File: src/common/isaPkg.sv
package isaPkg;

    // ------------------------------
    // Instruction field widths
    // ------------------------------
    localparam int OPC_W   = 6;                      // Primary opcode
    localparam int REG_W   = 5;                      // Register index
    localparam int SHAMT_W = 5;                      // Shift amount
    localparam int FUNCT_W = 6;                      // R-type function code
    localparam int IMM_W   = 16;                     // I-type immediate
    localparam int JIDX_W  = 26;                     // J-type target index

    localparam logic [REG_W-1:0] RA_REG = 5'd31;     // Link register for JAL

    // ------------------------------
    // Opcodes
    // ------------------------------
    localparam logic [OPC_W-1:0] OP_RTYPE = 6'b000000;  // Decoded further by funct
    localparam logic [OPC_W-1:0] OP_J     = 6'b000010;
    localparam logic [OPC_W-1:0] OP_JAL   = 6'b000011;
    localparam logic [OPC_W-1:0] OP_LW    = 6'b100011;  // Loads
    localparam logic [OPC_W-1:0] OP_LB    = 6'b100000;
    localparam logic [OPC_W-1:0] OP_LH    = 6'b100001;
    localparam logic [OPC_W-1:0] OP_LBU   = 6'b100100;
    localparam logic [OPC_W-1:0] OP_LHU   = 6'b100101;
    localparam logic [OPC_W-1:0] OP_SW    = 6'b101011;  // Stores
    localparam logic [OPC_W-1:0] OP_SB    = 6'b101000;
    localparam logic [OPC_W-1:0] OP_SH    = 6'b101001;
    localparam logic [OPC_W-1:0] OP_ADDI  = 6'b001000;  // Immediate ALU
    localparam logic [OPC_W-1:0] OP_ADDIU = 6'b001001;
    localparam logic [OPC_W-1:0] OP_ANDI  = 6'b001100;
    localparam logic [OPC_W-1:0] OP_ORI   = 6'b001101;
    localparam logic [OPC_W-1:0] OP_XORI  = 6'b001110;
    localparam logic [OPC_W-1:0] OP_SLTI  = 6'b001010;
    localparam logic [OPC_W-1:0] OP_SLTIU = 6'b001011;
    localparam logic [OPC_W-1:0] OP_LUI   = 6'b001111;  // No rs read

    // Which field names the written register
    typedef enum logic [1:0] {
        DST_RT,                                      // I-type and loads
        DST_RD,                                      // R-type
        DST_RA                                       // JAL link
    } dstSel_t;

    // Raw instruction word, R-type layout
    typedef struct packed {
        logic [OPC_W-1:0]   opcode;
        logic [REG_W-1:0]   rs;
        logic [REG_W-1:0]   rt;
        logic [REG_W-1:0]   rd;
        logic [SHAMT_W-1:0] shamt;
        logic [FUNCT_W-1:0] funct;
    } instrFields_t;

    // Decoded operation handed from ID to EX
    typedef struct packed {
        logic               valid;                   // Low for bubbles
        logic [31:0]        pc;
        logic [OPC_W-1:0]   opcode;
        logic [FUNCT_W-1:0] funct;
        logic [REG_W-1:0]   rs;
        logic [REG_W-1:0]   rt;
        logic [REG_W-1:0]   dstReg;                  // Resolved destination
        logic [IMM_W-1:0]   imm;
        logic               memRead;
        logic               memWrite;
        logic               regWrite;
        logic               isJump;                  // J or JAL
        logic               usesRs;                  // rs is a real source
        logic               usesRt;                  // rt is a real source
    } issueOp_t;

endpackage

File: src/common/pipePkg.sv
package pipePkg;

    // ------------------------------
    // Fetch side
    // ------------------------------
    localparam logic [31:0] RESET_PC = 32'h0000_0000;  // First fetch address

    // Word leaving fetch toward IF/ID
    typedef struct packed {
        logic        valid;                          // Low after flush or reset
        logic [31:0] pc;                             // Address of instr
        logic [31:0] instr;                          // Raw instruction word
    } fetchPkt_t;

    // ------------------------------
    // Hazard control
    // ------------------------------

    // Levels from the hazard unit, all active high
    typedef struct packed {
        logic pcWrite;                               // PC may advance
        logic ifIdWrite;                             // IF/ID may load
        logic ifIdFlush;                             // Kill the IF/ID entry
        logic idExBubble;                            // Insert NOP into ID/EX
    } hazardCtrl_t;

    // Normal flow, no hazard
    localparam hazardCtrl_t CTRL_RUN = '{
        pcWrite:    1'b1,
        ifIdWrite:  1'b1,
        ifIdFlush:  1'b0,
        idExBubble: 1'b0
    };

    // Load-use hold with one bubble
    localparam hazardCtrl_t CTRL_STALL = '{
        pcWrite:    1'b0,
        ifIdWrite:  1'b0,
        ifIdFlush:  1'b0,
        idExBubble: 1'b1
    };

endpackage

File: src/decode/hazardUnit.sv
`timescale 1ns/1ps

module hazardUnit (
    input  isaPkg::issueOp_t     idOp,          // Decoded op in ID
    input  isaPkg::issueOp_t     exOp,          // ID/EX payload
    output pipePkg::hazardCtrl_t ctrl,
    output logic                 redirect       // Select jump target in fetch
);
    import isaPkg::*;
    import pipePkg::*;

    logic [REG_W-1:0] ldDst;                    // Load destination in EX
    logic             ldPending;                // Live load writing a real reg
    logic             rsHit;
    logic             rtHit;
    logic             loadUse;
    logic             jumpHit;

    // ------------------------------
    // Load-use detection
    // ------------------------------
    assign ldDst     = exOp.dstReg;
    assign ldPending = exOp.valid && exOp.memRead && (ldDst != '0);  // r0 never stalls

    // Only sources the consumer actually reads
    assign rsHit   = idOp.usesRs && (idOp.rs == ldDst);
    assign rtHit   = idOp.usesRt && (idOp.rt == ldDst);
    assign loadUse = ldPending && idOp.valid && (rsHit || rtHit);

    // ------------------------------
    // Jump detection
    // ------------------------------
    assign jumpHit  = !loadUse && idOp.valid && idOp.isJump;  // Stall wins
    assign redirect = jumpHit;

    // ------------------------------
    // Control levels
    // ------------------------------
    always_comb begin
        ctrl = CTRL_RUN;                        // Default, everything flows
        if (loadUse) begin
            ctrl = CTRL_STALL;                  // Hold PC and IF/ID, bubble EX
        end else if (jumpHit) begin
            ctrl.pcWrite    = 1'b1;             // Load target
            ctrl.ifIdFlush  = 1'b1;             // Drop sequential successor
            ctrl.idExBubble = 1'b0;             // Jump itself issues
        end
    end

endmodule

File: src/decode/instrDecoder.sv
`timescale 1ns/1ps

module instrDecoder (
    input  pipePkg::fetchPkt_t fetchPkt,        // IF/ID entry
    output isaPkg::issueOp_t   op,
    output logic [31:0]        jumpTarget       // Only meaningful for J/JAL
);
    import isaPkg::*;

    instrFields_t            fields;            // Word split into fields
    dstSel_t                 dstSel;            // Which field is written
    logic [31:0]             pcPlus4;
    logic [JIDX_W-1:0]       jumpIdx;

    assign fields  = instrFields_t'(fetchPkt.instr);
    assign pcPlus4 = fetchPkt.pc + 32'd4;
    assign jumpIdx = fetchPkt.instr[JIDX_W-1:0];

    // Region of PC+4, then index, then word alignment
    assign jumpTarget = {pcPlus4[31:28], jumpIdx, 2'b00};

    // ------------------------------
    // Opcode classes
    // ------------------------------
    always_comb begin
        op          = '0;                       // Unknown opcode is a NOP
        dstSel      = DST_RT;
        op.valid    = fetchPkt.valid;
        op.pc       = fetchPkt.pc;
        op.opcode   = fields.opcode;
        op.funct    = fields.funct;
        op.rs       = fields.rs;
        op.rt       = fields.rt;
        op.imm      = fetchPkt.instr[IMM_W-1:0];

        case (fields.opcode)
            OP_RTYPE: begin
                op.usesRs   = 1'b1;
                op.usesRt   = 1'b1;
                op.regWrite = 1'b1;
                dstSel      = DST_RD;
            end
            OP_LW, OP_LB, OP_LH, OP_LBU, OP_LHU: begin
                op.memRead  = 1'b1;             // Base in rs, result in rt
                op.regWrite = 1'b1;
                op.usesRs   = 1'b1;
                dstSel      = DST_RT;
            end
            OP_SW, OP_SB, OP_SH: begin
                op.memWrite = 1'b1;
                op.usesRs   = 1'b1;             // Address base
                op.usesRt   = 1'b1;             // Store data
            end
            OP_ADDI, OP_ADDIU, OP_ANDI, OP_ORI,
            OP_XORI, OP_SLTI, OP_SLTIU: begin
                op.usesRs   = 1'b1;
                op.regWrite = 1'b1;
                dstSel      = DST_RT;
            end
            OP_LUI: begin
                op.regWrite = 1'b1;             // Immediate only, rs unused
                dstSel      = DST_RT;
            end
            OP_J: begin
                op.isJump   = 1'b1;
            end
            OP_JAL: begin
                op.isJump   = 1'b1;
                op.regWrite = 1'b1;
                dstSel      = DST_RA;
            end
            default: begin
                op.regWrite = 1'b0;             // NOP, no sources
            end
        endcase

        // Resolve destination register
        case (dstSel)
            DST_RD:  op.dstReg = fields.rd;
            DST_RA:  op.dstReg = RA_REG;
            default: op.dstReg = fields.rt;
        endcase

        if (!fetchPkt.valid) begin
            op = '0;                            // Flushed slot, clean bubble
        end
    end

endmodule

File: src/rtl/fetchUnit.sv
`timescale 1ns/1ps

module fetchUnit (
    input  logic                 clk,
    input  logic                 rst,
    input  pipePkg::hazardCtrl_t ctrl,          // Only pcWrite matters here
    input  logic                 redirect,      // Take jumpTarget
    input  logic [31:0]          jumpTarget,
    input  logic [31:0]          imemData,      // Word at imemAddr, same cycle
    output logic [31:0]          imemAddr,
    output pipePkg::fetchPkt_t   fetchPkt
);
    import pipePkg::*;

    logic [31:0] pc;                            // Current fetch address
    logic [31:0] pcPlus4;                       // Sequential successor
    logic [31:0] pcNext;                        // Selected next address

    // ------------------------------
    // Next PC
    // ------------------------------
    assign pcPlus4 = pc + 32'd4;
    assign pcNext  = redirect ? jumpTarget : pcPlus4;  // Hazard unit already qualified

    always_ff @(posedge clk) begin
        if (rst) begin
            pc <= RESET_PC;
        end else if (ctrl.pcWrite) begin        // Held during load-use stall
            pc <= pcNext;
        end
    end

    // ------------------------------
    // Instruction memory side
    // ------------------------------
    assign imemAddr = pc;                       // Memory answers combinationally

    // Every fetched word is valid, flushes happen in IF/ID
    always_comb begin
        fetchPkt.valid = 1'b1;
        fetchPkt.pc    = pc;
        fetchPkt.instr = imemData;
    end

endmodule

File: src/rtl/pipeFrontEnd.sv
`timescale 1ns/1ps

module pipeFrontEnd (
    input  logic             clk,
    input  logic             rst,
    input  logic [31:0]      imemData,          // Instruction memory read data
    output logic [31:0]      imemAddr,          // Current PC
    output isaPkg::issueOp_t issueOp            // Toward execute
);
    import isaPkg::*;
    import pipePkg::*;

    // ------------------------------
    // Internal nets
    // ------------------------------
    hazardCtrl_t ctrl;                          // From hazard unit
    logic        redirect;                      // Jump taken this cycle
    logic [31:0] jumpTarget;                    // From decoder
    fetchPkt_t   fetchPkt;                      // Fetch to IF/ID
    fetchPkt_t   ifIdPkt;                       // IF/ID to decode
    issueOp_t    idOp;                          // Decoded op in ID

    // ------------------------------
    // IF stage
    // ------------------------------
    fetchUnit uFetch (
        .clk        (clk),
        .rst        (rst),
        .ctrl       (ctrl),
        .redirect   (redirect),
        .jumpTarget (jumpTarget),
        .imemData   (imemData),
        .imemAddr   (imemAddr),
        .fetchPkt   (fetchPkt)
    );

    // IF/ID register, held on stall, flushed on jump
    stageReg #(
        .payload_t (fetchPkt_t)
    ) ifIdReg (
        .clk   (clk),
        .rst   (rst),
        .hold  (!ctrl.ifIdWrite),
        .clear (ctrl.ifIdFlush),
        .d     (fetchPkt),
        .q     (ifIdPkt)
    );

    // ------------------------------
    // ID stage
    // ------------------------------
    instrDecoder uDecoder (
        .fetchPkt   (ifIdPkt),
        .op         (idOp),
        .jumpTarget (jumpTarget)
    );

    // Compares ID against the op sitting in ID/EX
    hazardUnit uHazard (
        .idOp     (idOp),
        .exOp     (issueOp),
        .ctrl     (ctrl),
        .redirect (redirect)
    );

    // ID/EX register, never held, bubbled on load-use
    stageReg #(
        .payload_t (issueOp_t)
    ) idExReg (
        .clk   (clk),
        .rst   (rst),
        .hold  (1'b0),
        .clear (ctrl.idExBubble),
        .d     (idOp),
        .q     (issueOp)
    );

endmodule

File: src/rtl/stageReg.sv
`timescale 1ns/1ps

module stageReg #(
    parameter type payload_t = logic [31:0]     // Packet or decoded op
) (
    input  logic     clk,
    input  logic     rst,
    input  logic     hold,                      // Keep current entry
    input  logic     clear,                     // Load an empty entry
    input  payload_t d,
    output payload_t q
);

    // ------------------------------
    // Stage storage
    // ------------------------------

    // All-zero payload means valid low, i.e. a bubble
    always_ff @(posedge clk) begin
        if (rst) begin
            q <= payload_t'('0);
        end else if (clear) begin               // Wins over hold
            q <= payload_t'('0);
        end else if (!hold) begin
            q <= d;
        end
    end

endmodule
File: config.mk
export PLATFORM = sky130hd
export DESIGN_NAME = pipeFrontEnd
export DESIGN_NICKNAME = d
export VERILOG_FILES = /design/src/common/isaPkg.sv /design/src/common/pipePkg.sv /design/src/decode/hazardUnit.sv /design/src/decode/instrDecoder.sv /design/src/rtl/fetchUnit.sv /design/src/rtl/pipeFrontEnd.sv /design/src/rtl/stageReg.sv
export SDC_FILE = /design/constraint.sdc
export NUM_CORES = 1
export LEC_CHECK = 0
export BUFFER_PORTS_ARGS = -buffer_cell sky130_fd_sc_hd__buf_2
export CAP_MARGIN = 20
export CORE_MARGIN = 8
export CORE_UTILIZATION = 54
export DETAILED_ROUTE_END_ITERATION = 8
export HOLD_SLACK_MARGIN = 0.1
export PLACE_DENSITY = 0.8
export SLEW_MARGIN = 20
export SYNTH_ARGS = -nofsm -noshare
export SYNTH_HDL_FRONTEND = slang
export SYNTH_SLANG_ARGS = --single-unit
File: constraint.sdc
create_clock -name clk -period 2.67 [get_ports clk]
set_clock_uncertainty 0.2 [all_clocks]
set_input_delay 0.4005 -clock clk [delete_from_list [all_inputs] [get_ports clk]]
set_output_delay 0.4005 -clock clk [all_outputs]
set_load 0.01 [all_outputs]
==> results of run 1 <==
-- cell families after synthesis --
logic type	share of synthesized area, %
and+or+nand+nor	24.72
AOI/OAI and AO/OA	17.49
DFF	49.14
buffers and inverters	6.510
xor gates and xnor gates	1.545
adders and majority gates	0.5517
other	0.05511
-- worst max-delay path, stage by stage (launching register included) --
cell and delay (ns):
dfxtp_1 0.60, nand2b_4 0.10, a31oi_2 0.34, nor4_4 0.13
o21ai_4 0.45, buf_4 0.35, nand2_1 0.12, a21oi_1 0.16
-- stage by stage --
stage | hold slack [ns] | std cells | utilization (%) | setup WS, ns | total power, mW
2_1_floorplan | 0.2446 | 784 | - | 0.3934 | 2.931
3_3_place_gp | 0.2537 | 1082 | 62.44 | 0.2085 | 3.075
3_5_place_dp | 0.2587 | 1082 | 62.44 | 0.1462 | 3.083
4_1_cts | 0.2665 | 1145 | 69.59 | 0.1024 | 5.496
5_1_grt | 0.2897 | 1146 | 69.84 | 0.06694 | 5.666
6_report | 0.2680 | 1146 | 69.84 | 0.1457 | 5.493
-- registers in the layout, indices dropped and copies added, names as in the netlist --
name and cells:
uFetch.imemAddr 30, idExReg.q 74, ifIdReg.q 63
-- how the worst max path moves through the flow --
| stage | end | start | slack (ns) | cells after the start |
|---|---|---|---|---|
| 3_5_place_dp | ifIdReg.q[26]$_SDFFE_PP0N_ | ifIdReg.q[31]$_SDFFE_PP0N_ | 0.15 | 7 |
| 3_3_place_gp | ifIdReg.q[22]$_SDFFE_PP0N_ | ifIdReg.q[27]$_SDFFE_PP0N_ | 0.21 | 7 |
| 4_1_cts | ifIdReg.q[26]$_SDFFE_PP0N_ | ifIdReg.q[27]$_SDFFE_PP0N_ | 0.10 | 7 |
| 2_1_floorplan | uFetch.imemAddr[28]$_SDFFE_PP0N_ | uFetch.imemAddr[2]$_SDFFE_PP0N_ | 0.39 | 7 |
| 6_report | ifIdReg.q[21]$_SDFFE_PP0N_ | ifIdReg.q[27]$_SDFFE_PP0N_ | 0.15 | 7 |
| 5_1_grt | uFetch.imemAddr[12]$_SDFFE_PP0N_ | ifIdReg.q[26]$_SDFFE_PP0N_ | 0.07 | 7 |
-- power by group through the flow --
stage               clock network, mW  registers, mW  logic, mW
detailed placement                  0           2.70      0.380
CTS                              2.43           2.65      0.422
floorplan                           0           2.70      0.234
finish                           2.40           2.65      0.438
global route                     2.53           2.66      0.473
global placement                    0           2.70      0.373
-- routing by layer --
layer | part of all wire [%] | track usage (%)
met5 | 0 | 0
met4 | 3.6 | 10.49
met3 | 9.7 | 7.612
met2 | 48 | 40.36
met1 | 39 | 29.44
-- what timing repair did --
action                     4_1_cts  5_1_grt
setup endpoints to repair        0       75
hold endpoints to repair        32        0
gates resized for setup          0        4
hold buffers                    32        0
-- area by class of cell --
class	instances	share of cell area, %
tap	172	2.472
inverter	15	0.6755
multi-input combinational	541	35.25
clock buffer	21	5.059
sequential	167	38.40
timing repair buffer	220	16.64
clock inverter	10	1.495
-- cell usage in the layout (no fill, tap or decap), types with 3 or more instances in the layout --
master	count
dfxtp_1	167
nand2_1	164
buf_2	143
a21oi_1	84
and2_1	56
buf_4	39
dlygate4sd3_1	32
o21ai_0	28
nand3_1	24
nor2_1	22
clkbuf_16	17
nand4_1	15
inv_1	14
xnor2_1	12
nor3_1	12
nand2_2	11
a21oi_2	10
nor4_1	9
a211oi_2	9
and3_1	6
o22ai_1	6
a211oi_1	6
buf_12	6
a221oi_1	5
o32ai_1	5
clkinv_2	5
conb_1	4
clkbuf_1	4
nor4_4	3
o21ai_2	3
or3_1	3
ha_1	3
bufinv_16	3
==> results.py, run 1 <==
metrics = {
    "route": {
        "dr.first_iter.drc_count": 706,
        "vias_per_cell": 5.609,
        "ant_nets": 0,
        "drc": 0,
        "drt-pass1-iter-count": 6,
        "vias": 6428,
        "wl_per_cell_um": 17.99,
        "routed_wl_mm": 20.61,
    },
    "power_and_ir_drop": {
        "p_seq_share_pct": 48.3,
        "swShare_pct": 23.24,
        "power_density_nw_per_um2": 631.0,
        "ir_drop_uv": 341.6,
        "pwr-share-clk_pct": 43.7,
        "p_leak_nw": 3.653,
        "combPwrFrac_pct": 8.0,
        "p_sw_mw": 1.276,
        "intPower_mw": 4.217,
    },
    "layout": {
        "multi_input_area_um2": 3069,
        "fillers": 962,
        "n_antenna_cell": 0,
        "fin_nets": 999,
        "fin_area_um2": 8706,
        "regArea_um2": 3343,
        "area_delta_synth_final_pct": 27.95,
        "drive_gt1_share_pct": 27.52,
    },
    "floorplanning": {
        "coreArea_um2": 12470,
        "initial_utilization_pct": 54.58,
        "row_count": 41,
        "dieArea_um2": 16450,
        "die_x_um": 128.3,
        "io_pins": 148,
        "dieHeight_um": 128.3,
    },
    "place": {
        "port_buffers": 143,
        "gp_congestion": 0.9446,
        "place_area_um2": 7784,
        "dp_hpwl_mm": 13.41,
    },
    "min_path": {
        "holdCritPathClass": "flop to flop",
        "min_from": "ifIdReg.q[53]$_SDFFE_PP0N_",
        "min_path_cells": 2,
        "hold_end": "ifIdReg.q[53]$_SDFFE_PP0N_",
    },
    "clocking": {
        "path_clk_slew_ns": 0.06,
        "post-cts-setup-buffers": 0,
        "cts-htree-levels": 4,
        "cts_num_sinks": 167,
        "cts_made_buffers": 17,
        "root_buffer": "clkbuf_16",
        "clk_latency_ns": 0.43,
        "cts_tree": "done",
        "cts.path.max_buffers": 2,
    },
    "yosys": {
        "netlist.area_leader.share_pct": 49.14,
        "yosysMostFrequentCell": "dfxtp_1",
        "ys_ff_latch": 167,
        "yosys.cell_types.count": 61,
        "avgSynthCellArea_um2": 8.712,
        "synth_top_cell_by_area": "dfxtp_1",
        "synth_cells": 781,
        "synth_warnings": 0,
        "synthTopCellsByArea": "dfxtp_1 (49%), nand2_1 (9.1%), a21oi_1 (6.2%)",
        "yosys-top-cells-count": "dfxtp_1 (167), nand2_1 (165), a21oi_1 (84)",
        "syn_area_um2": 6804,
        "synth_edf_count": 0,
        "async_reset_ff_share_pct": 0,
        "postSynth.topFlopCell": "dfxtp_1",
        "synth_seq_area_share_pct": 49.14,
    },
    "setup_path": {
        "worstPathArrival_ns": 2.69,
        "critPathKind": "flop to flop",
        "critPathMaxFanout": 21,
        "r2r_cells": 7,
        "cp-start-kind": "flop",
        "timing.rr.start": "ifIdReg.q[27]$_SDFFE_PP0N_",
        "worstPathRequired_ns": 2.83,
        "cp-end-kind": "flop",
        "r2r_end": "ifIdReg.q[21]$_SDFFE_PP0N_",
        "reg2reg_slack_ns": 0.15,
    },
    "sta": {
        "timing.fmax_mhz": 396.1,
        "finalHoldViolCount": 0,
        "tightest_slew_ns": 0.6858,
        "rsz0062_at_grt": "false",
        "slew_violations": 0,
        "fin_tns_setup_ns": 0,
        "slew_headroom_pct": 54.27,
        "setup_viol": 0,
        "period_share_pct": 94.54,
        "finalCriticalPeriod_ns": 2.524,
    },
    "grt": {
        "track_usage_pct": 24.73,
        "grt_max_degree": 63,
        "grt_first_pass_wirelength_mm": 31.75,
        "gr-total-overflow": 0,
        "antenna_found_initial": 0,
        "grt_pass1_vias": 6007,
    },
    "run_status": {
        "outcome": "complete, no violations",
    },
    "flow_run": {
        "max_cap_viol_count": 0,
    },
}
No activity file was read; power rests on OpenSTA's default activity.
==> run 2: changes to the inputs <==
- CELL_PAD_IN_SITES_DETAIL_PLACEMENT: not set -> 1
- CELL_PAD_IN_SITES_GLOBAL_PLACEMENT: not set -> 1
- CORE_UTILIZATION: 54 -> 40
==> run 2 against run 1 <==
Against the previous run: sequential cell count stayed put; register-to-register slack better by 0.05 ns; clock-buffer cell count stayed put; sequential share of layout area is 0.35 points lower; fmax is 2.1% higher; wire length is 9.5% higher; total power is 2.6% higher; cell count is 4.5% higher; non-clock buffer count is 5 higher; first-iteration DRC count is 41% lower; critical path depth is 1 higher; combinational power is 0.9% higher.
==> results.py, run 2 (synthesized netlist as in run 1, its figures left out) <==
metrics = {
    "place": {
        "gp_congestion": 0.8733,
        "dp_hpwl_mm": 15.42,
        "port_buffers": 143,
        "dp_slack_ns": 0.1450,
        "place_inst": 1135,
    },
    "min_path": {
        "min_from": "rst",
        "holdCritPathClass": "primary input to flop",
    },
    "flow_run": {
        "max_cap_viol_count": 0,
    },
    "setup_path": {
        "cp-end-kind": "flop",
        "critPathKind": "flop to flop",
        "crit_path_start": "ifIdReg.q[26]$_SDFFE_PP0N_",
        "worstPathRequired_ns": 2.77,
        "timing.rr.start": "ifIdReg.q[26]$_SDFFE_PP0N_",
        "critPathMaxFanout": 55,
        "cp-start-kind": "flop",
        "worstPathArrival_ns": 2.57,
    },
    "layout": {
        "fin_nets": 1003,
        "fillers": 1999,
        "layout_common_cells": "dfxtp_1 (167), nand2_1 (164), buf_2 (143), a21oi_1 (84), and2_1 (56)",
        "drive_gt1_share_pct": 28.02,
        "n_antenna_cell": 0,
        "finalNonFillerCells": 1198,
        "largest_register_ff_count": 74,
        "max_flop_register": "idExReg.q",
        "area_delta_synth_final_pct": 29.13,
        "final_core_util_pct": 52.98,
        "regArea_um2": 3343,
        "multi_input_area_um2": 3040,
        "layout_commonest_cell": "dfxtp_1",
    },
    "floorplanning": {
        "coreArea_um2": 16580,
        "initial_utilization_pct": 41.03,
        "dieArea_um2": 21440,
        "row_count": 47,
        "io_pins": 148,
        "die_x_um": 146.4,
        "dieHeight_um": 146.4,
    },
    "route": {
        "routed_wl_mm": 22.57,
        "dr.first_iter.drc_count": 416,
        "drt-pass1-iter-count": 4,
        "vias": 6279,
        "drc": 0,
        "ant_nets": 0,
        "wl_per_cell_um": 18.84,
        "vias_per_cell": 5.241,
    },
    "grt": {
        "antenna_found_initial": 0,
        "track_usage_pct": 21.10,
        "grt_first_pass_wirelength_mm": 36.32,
        "gr-total-overflow": 0,
        "grt_pass1_vias": 6708,
        "grt_max_degree": 63,
    },
    "clocking": {
        "root_buffer": "clkbuf_16",
        "cts.path.max_buffers": 2,
        "cts_num_sinks": 167,
        "cts_tree": "done",
        "cts-htree-levels": 4,
        "post-cts-setup-buffers": 0,
        "path_clk_slew_ns": 0.06,
        "clk_latency_ns": 0.43,
        "cts_made_buffers": 17,
    },
    "power_and_ir_drop": {
        "total_power_mw": 5.638,
        "power_density_nw_per_um2": 641.7,
        "intPower_mw": 4.289,
        "swShare_pct": 23.92,
        "ir_drop_uv": 472.6,
        "p_sw_mw": 1.348,
        "pwr-share-clk_pct": 45.1,
        "p_seq_share_pct": 47.0,
        "p_leak_nw": 3.687,
        "combPwrFrac_pct": 7.8,
    },
    "sta": {
        "tightest_slew_ns": 0.5036,
        "period_share_pct": 92.58,
        "slew_headroom_pct": 66.12,
        "finalCriticalPeriod_ns": 2.472,
        "timing.final.ws_setup_ns": 0.1982,
        "fin_tns_setup_ns": 0,
        "finalHoldViolCount": 0,
        "rsz0062_at_grt": "false",
        "setup_viol": 0,
        "slew_violations": 0,
        "timing.fmax_mhz": 404.6,
    },
    "run_status": {
        "outcome": "complete, no violations",
    },
}
[run 2: cell count changes in the layout (fill, tap and decap cells not counted), moves of 2 or more]
cell / previous run / this run
buf_12: 6 / 4
buf_4: 39 / 46
clkbuf_1: 4 / 2
clkbuf_8: 0 / 2
clkinv_2: 5 / 1
clkinv_4: 0 / 4
[run 2: area by class of cell]
| class | count | area share [%] |
|---|---|---|
| sequential | 167 | 38.05 |
| multi-input combinational | 540 | 34.61 |
| tap | 220 | 3.133 |
| clock buffer | 21 | 5.241 |
| clock inverter | 10 | 1.666 |
| timing repair buffer | 225 | 16.63 |
| inverter | 15 | 0.6693 |
[run 2: repair_timing]
item / 4_1_cts / 5_1_grt
setup endpoints to repair: 0 / 55
endpoints found under the hold margin: 32 / 0
gates resized for setup: 0 / 2
hold buffers: 32 / 0
[run 2: layer usage]
layer / GRT usage [%] / vias to the layer above / wire (um)
met1: 25.59 / 3052 / 9771
met5: 0 / - / 0
met3: 4.512 / 35 / 1082
met4: 8.346 / 0 / 536
li1: - / 3027 / -
met2: 35.76 / 165 / 11180
[run 2: through the flow]
step           cell area, um2  hold WS, ns
4_1_cts                  8783       0.2350
2_1_floorplan            6815       0.2446
6_report                 8786       0.2447
5_1_grt                  8786       0.2446
3_3_place_gp             7856       0.2572
3_5_place_dp             7856       0.2602
[run 2: final timing paths]
path / to / slack [ns] / cells after the start
worst max-delay path: uFetch.imemAddr[21]$_SDFFE_PP0N_ / 0.20 / 8
worst min-delay path: ifIdReg.q[64]$_SDFFE_PP0N_ / 0.24 / 4
worst max register to register: uFetch.imemAddr[21]$_SDFFE_PP0N_ / 0.20 / 8
worst min register to register: ifIdReg.q[50]$_SDFFE_PP0N_ / 0.27 / 2
[run 2: worst max-delay path, cell delays in order, from the launching register on]
cell and delay [ns]:
dfxtp_1 0.53, nor2b_2 0.25, o21ai_2 0.09, a311oi_2 0.43, o21ai_4 0.12, buf_12 0.22, buf_4 0.23, a21oi_1 0.18
a211oi_2 0.06
[run 2: power groups by stage]
stage               logic (mW)  registers [mW]  clock network, mW
floorplan                0.234            2.70                  0
global placement         0.388            2.70                  0
detailed placement       0.401            2.70                  0
CTS                      0.439            2.65               2.59
global route             0.481            2.66               2.70
finish                   0.442            2.65               2.54
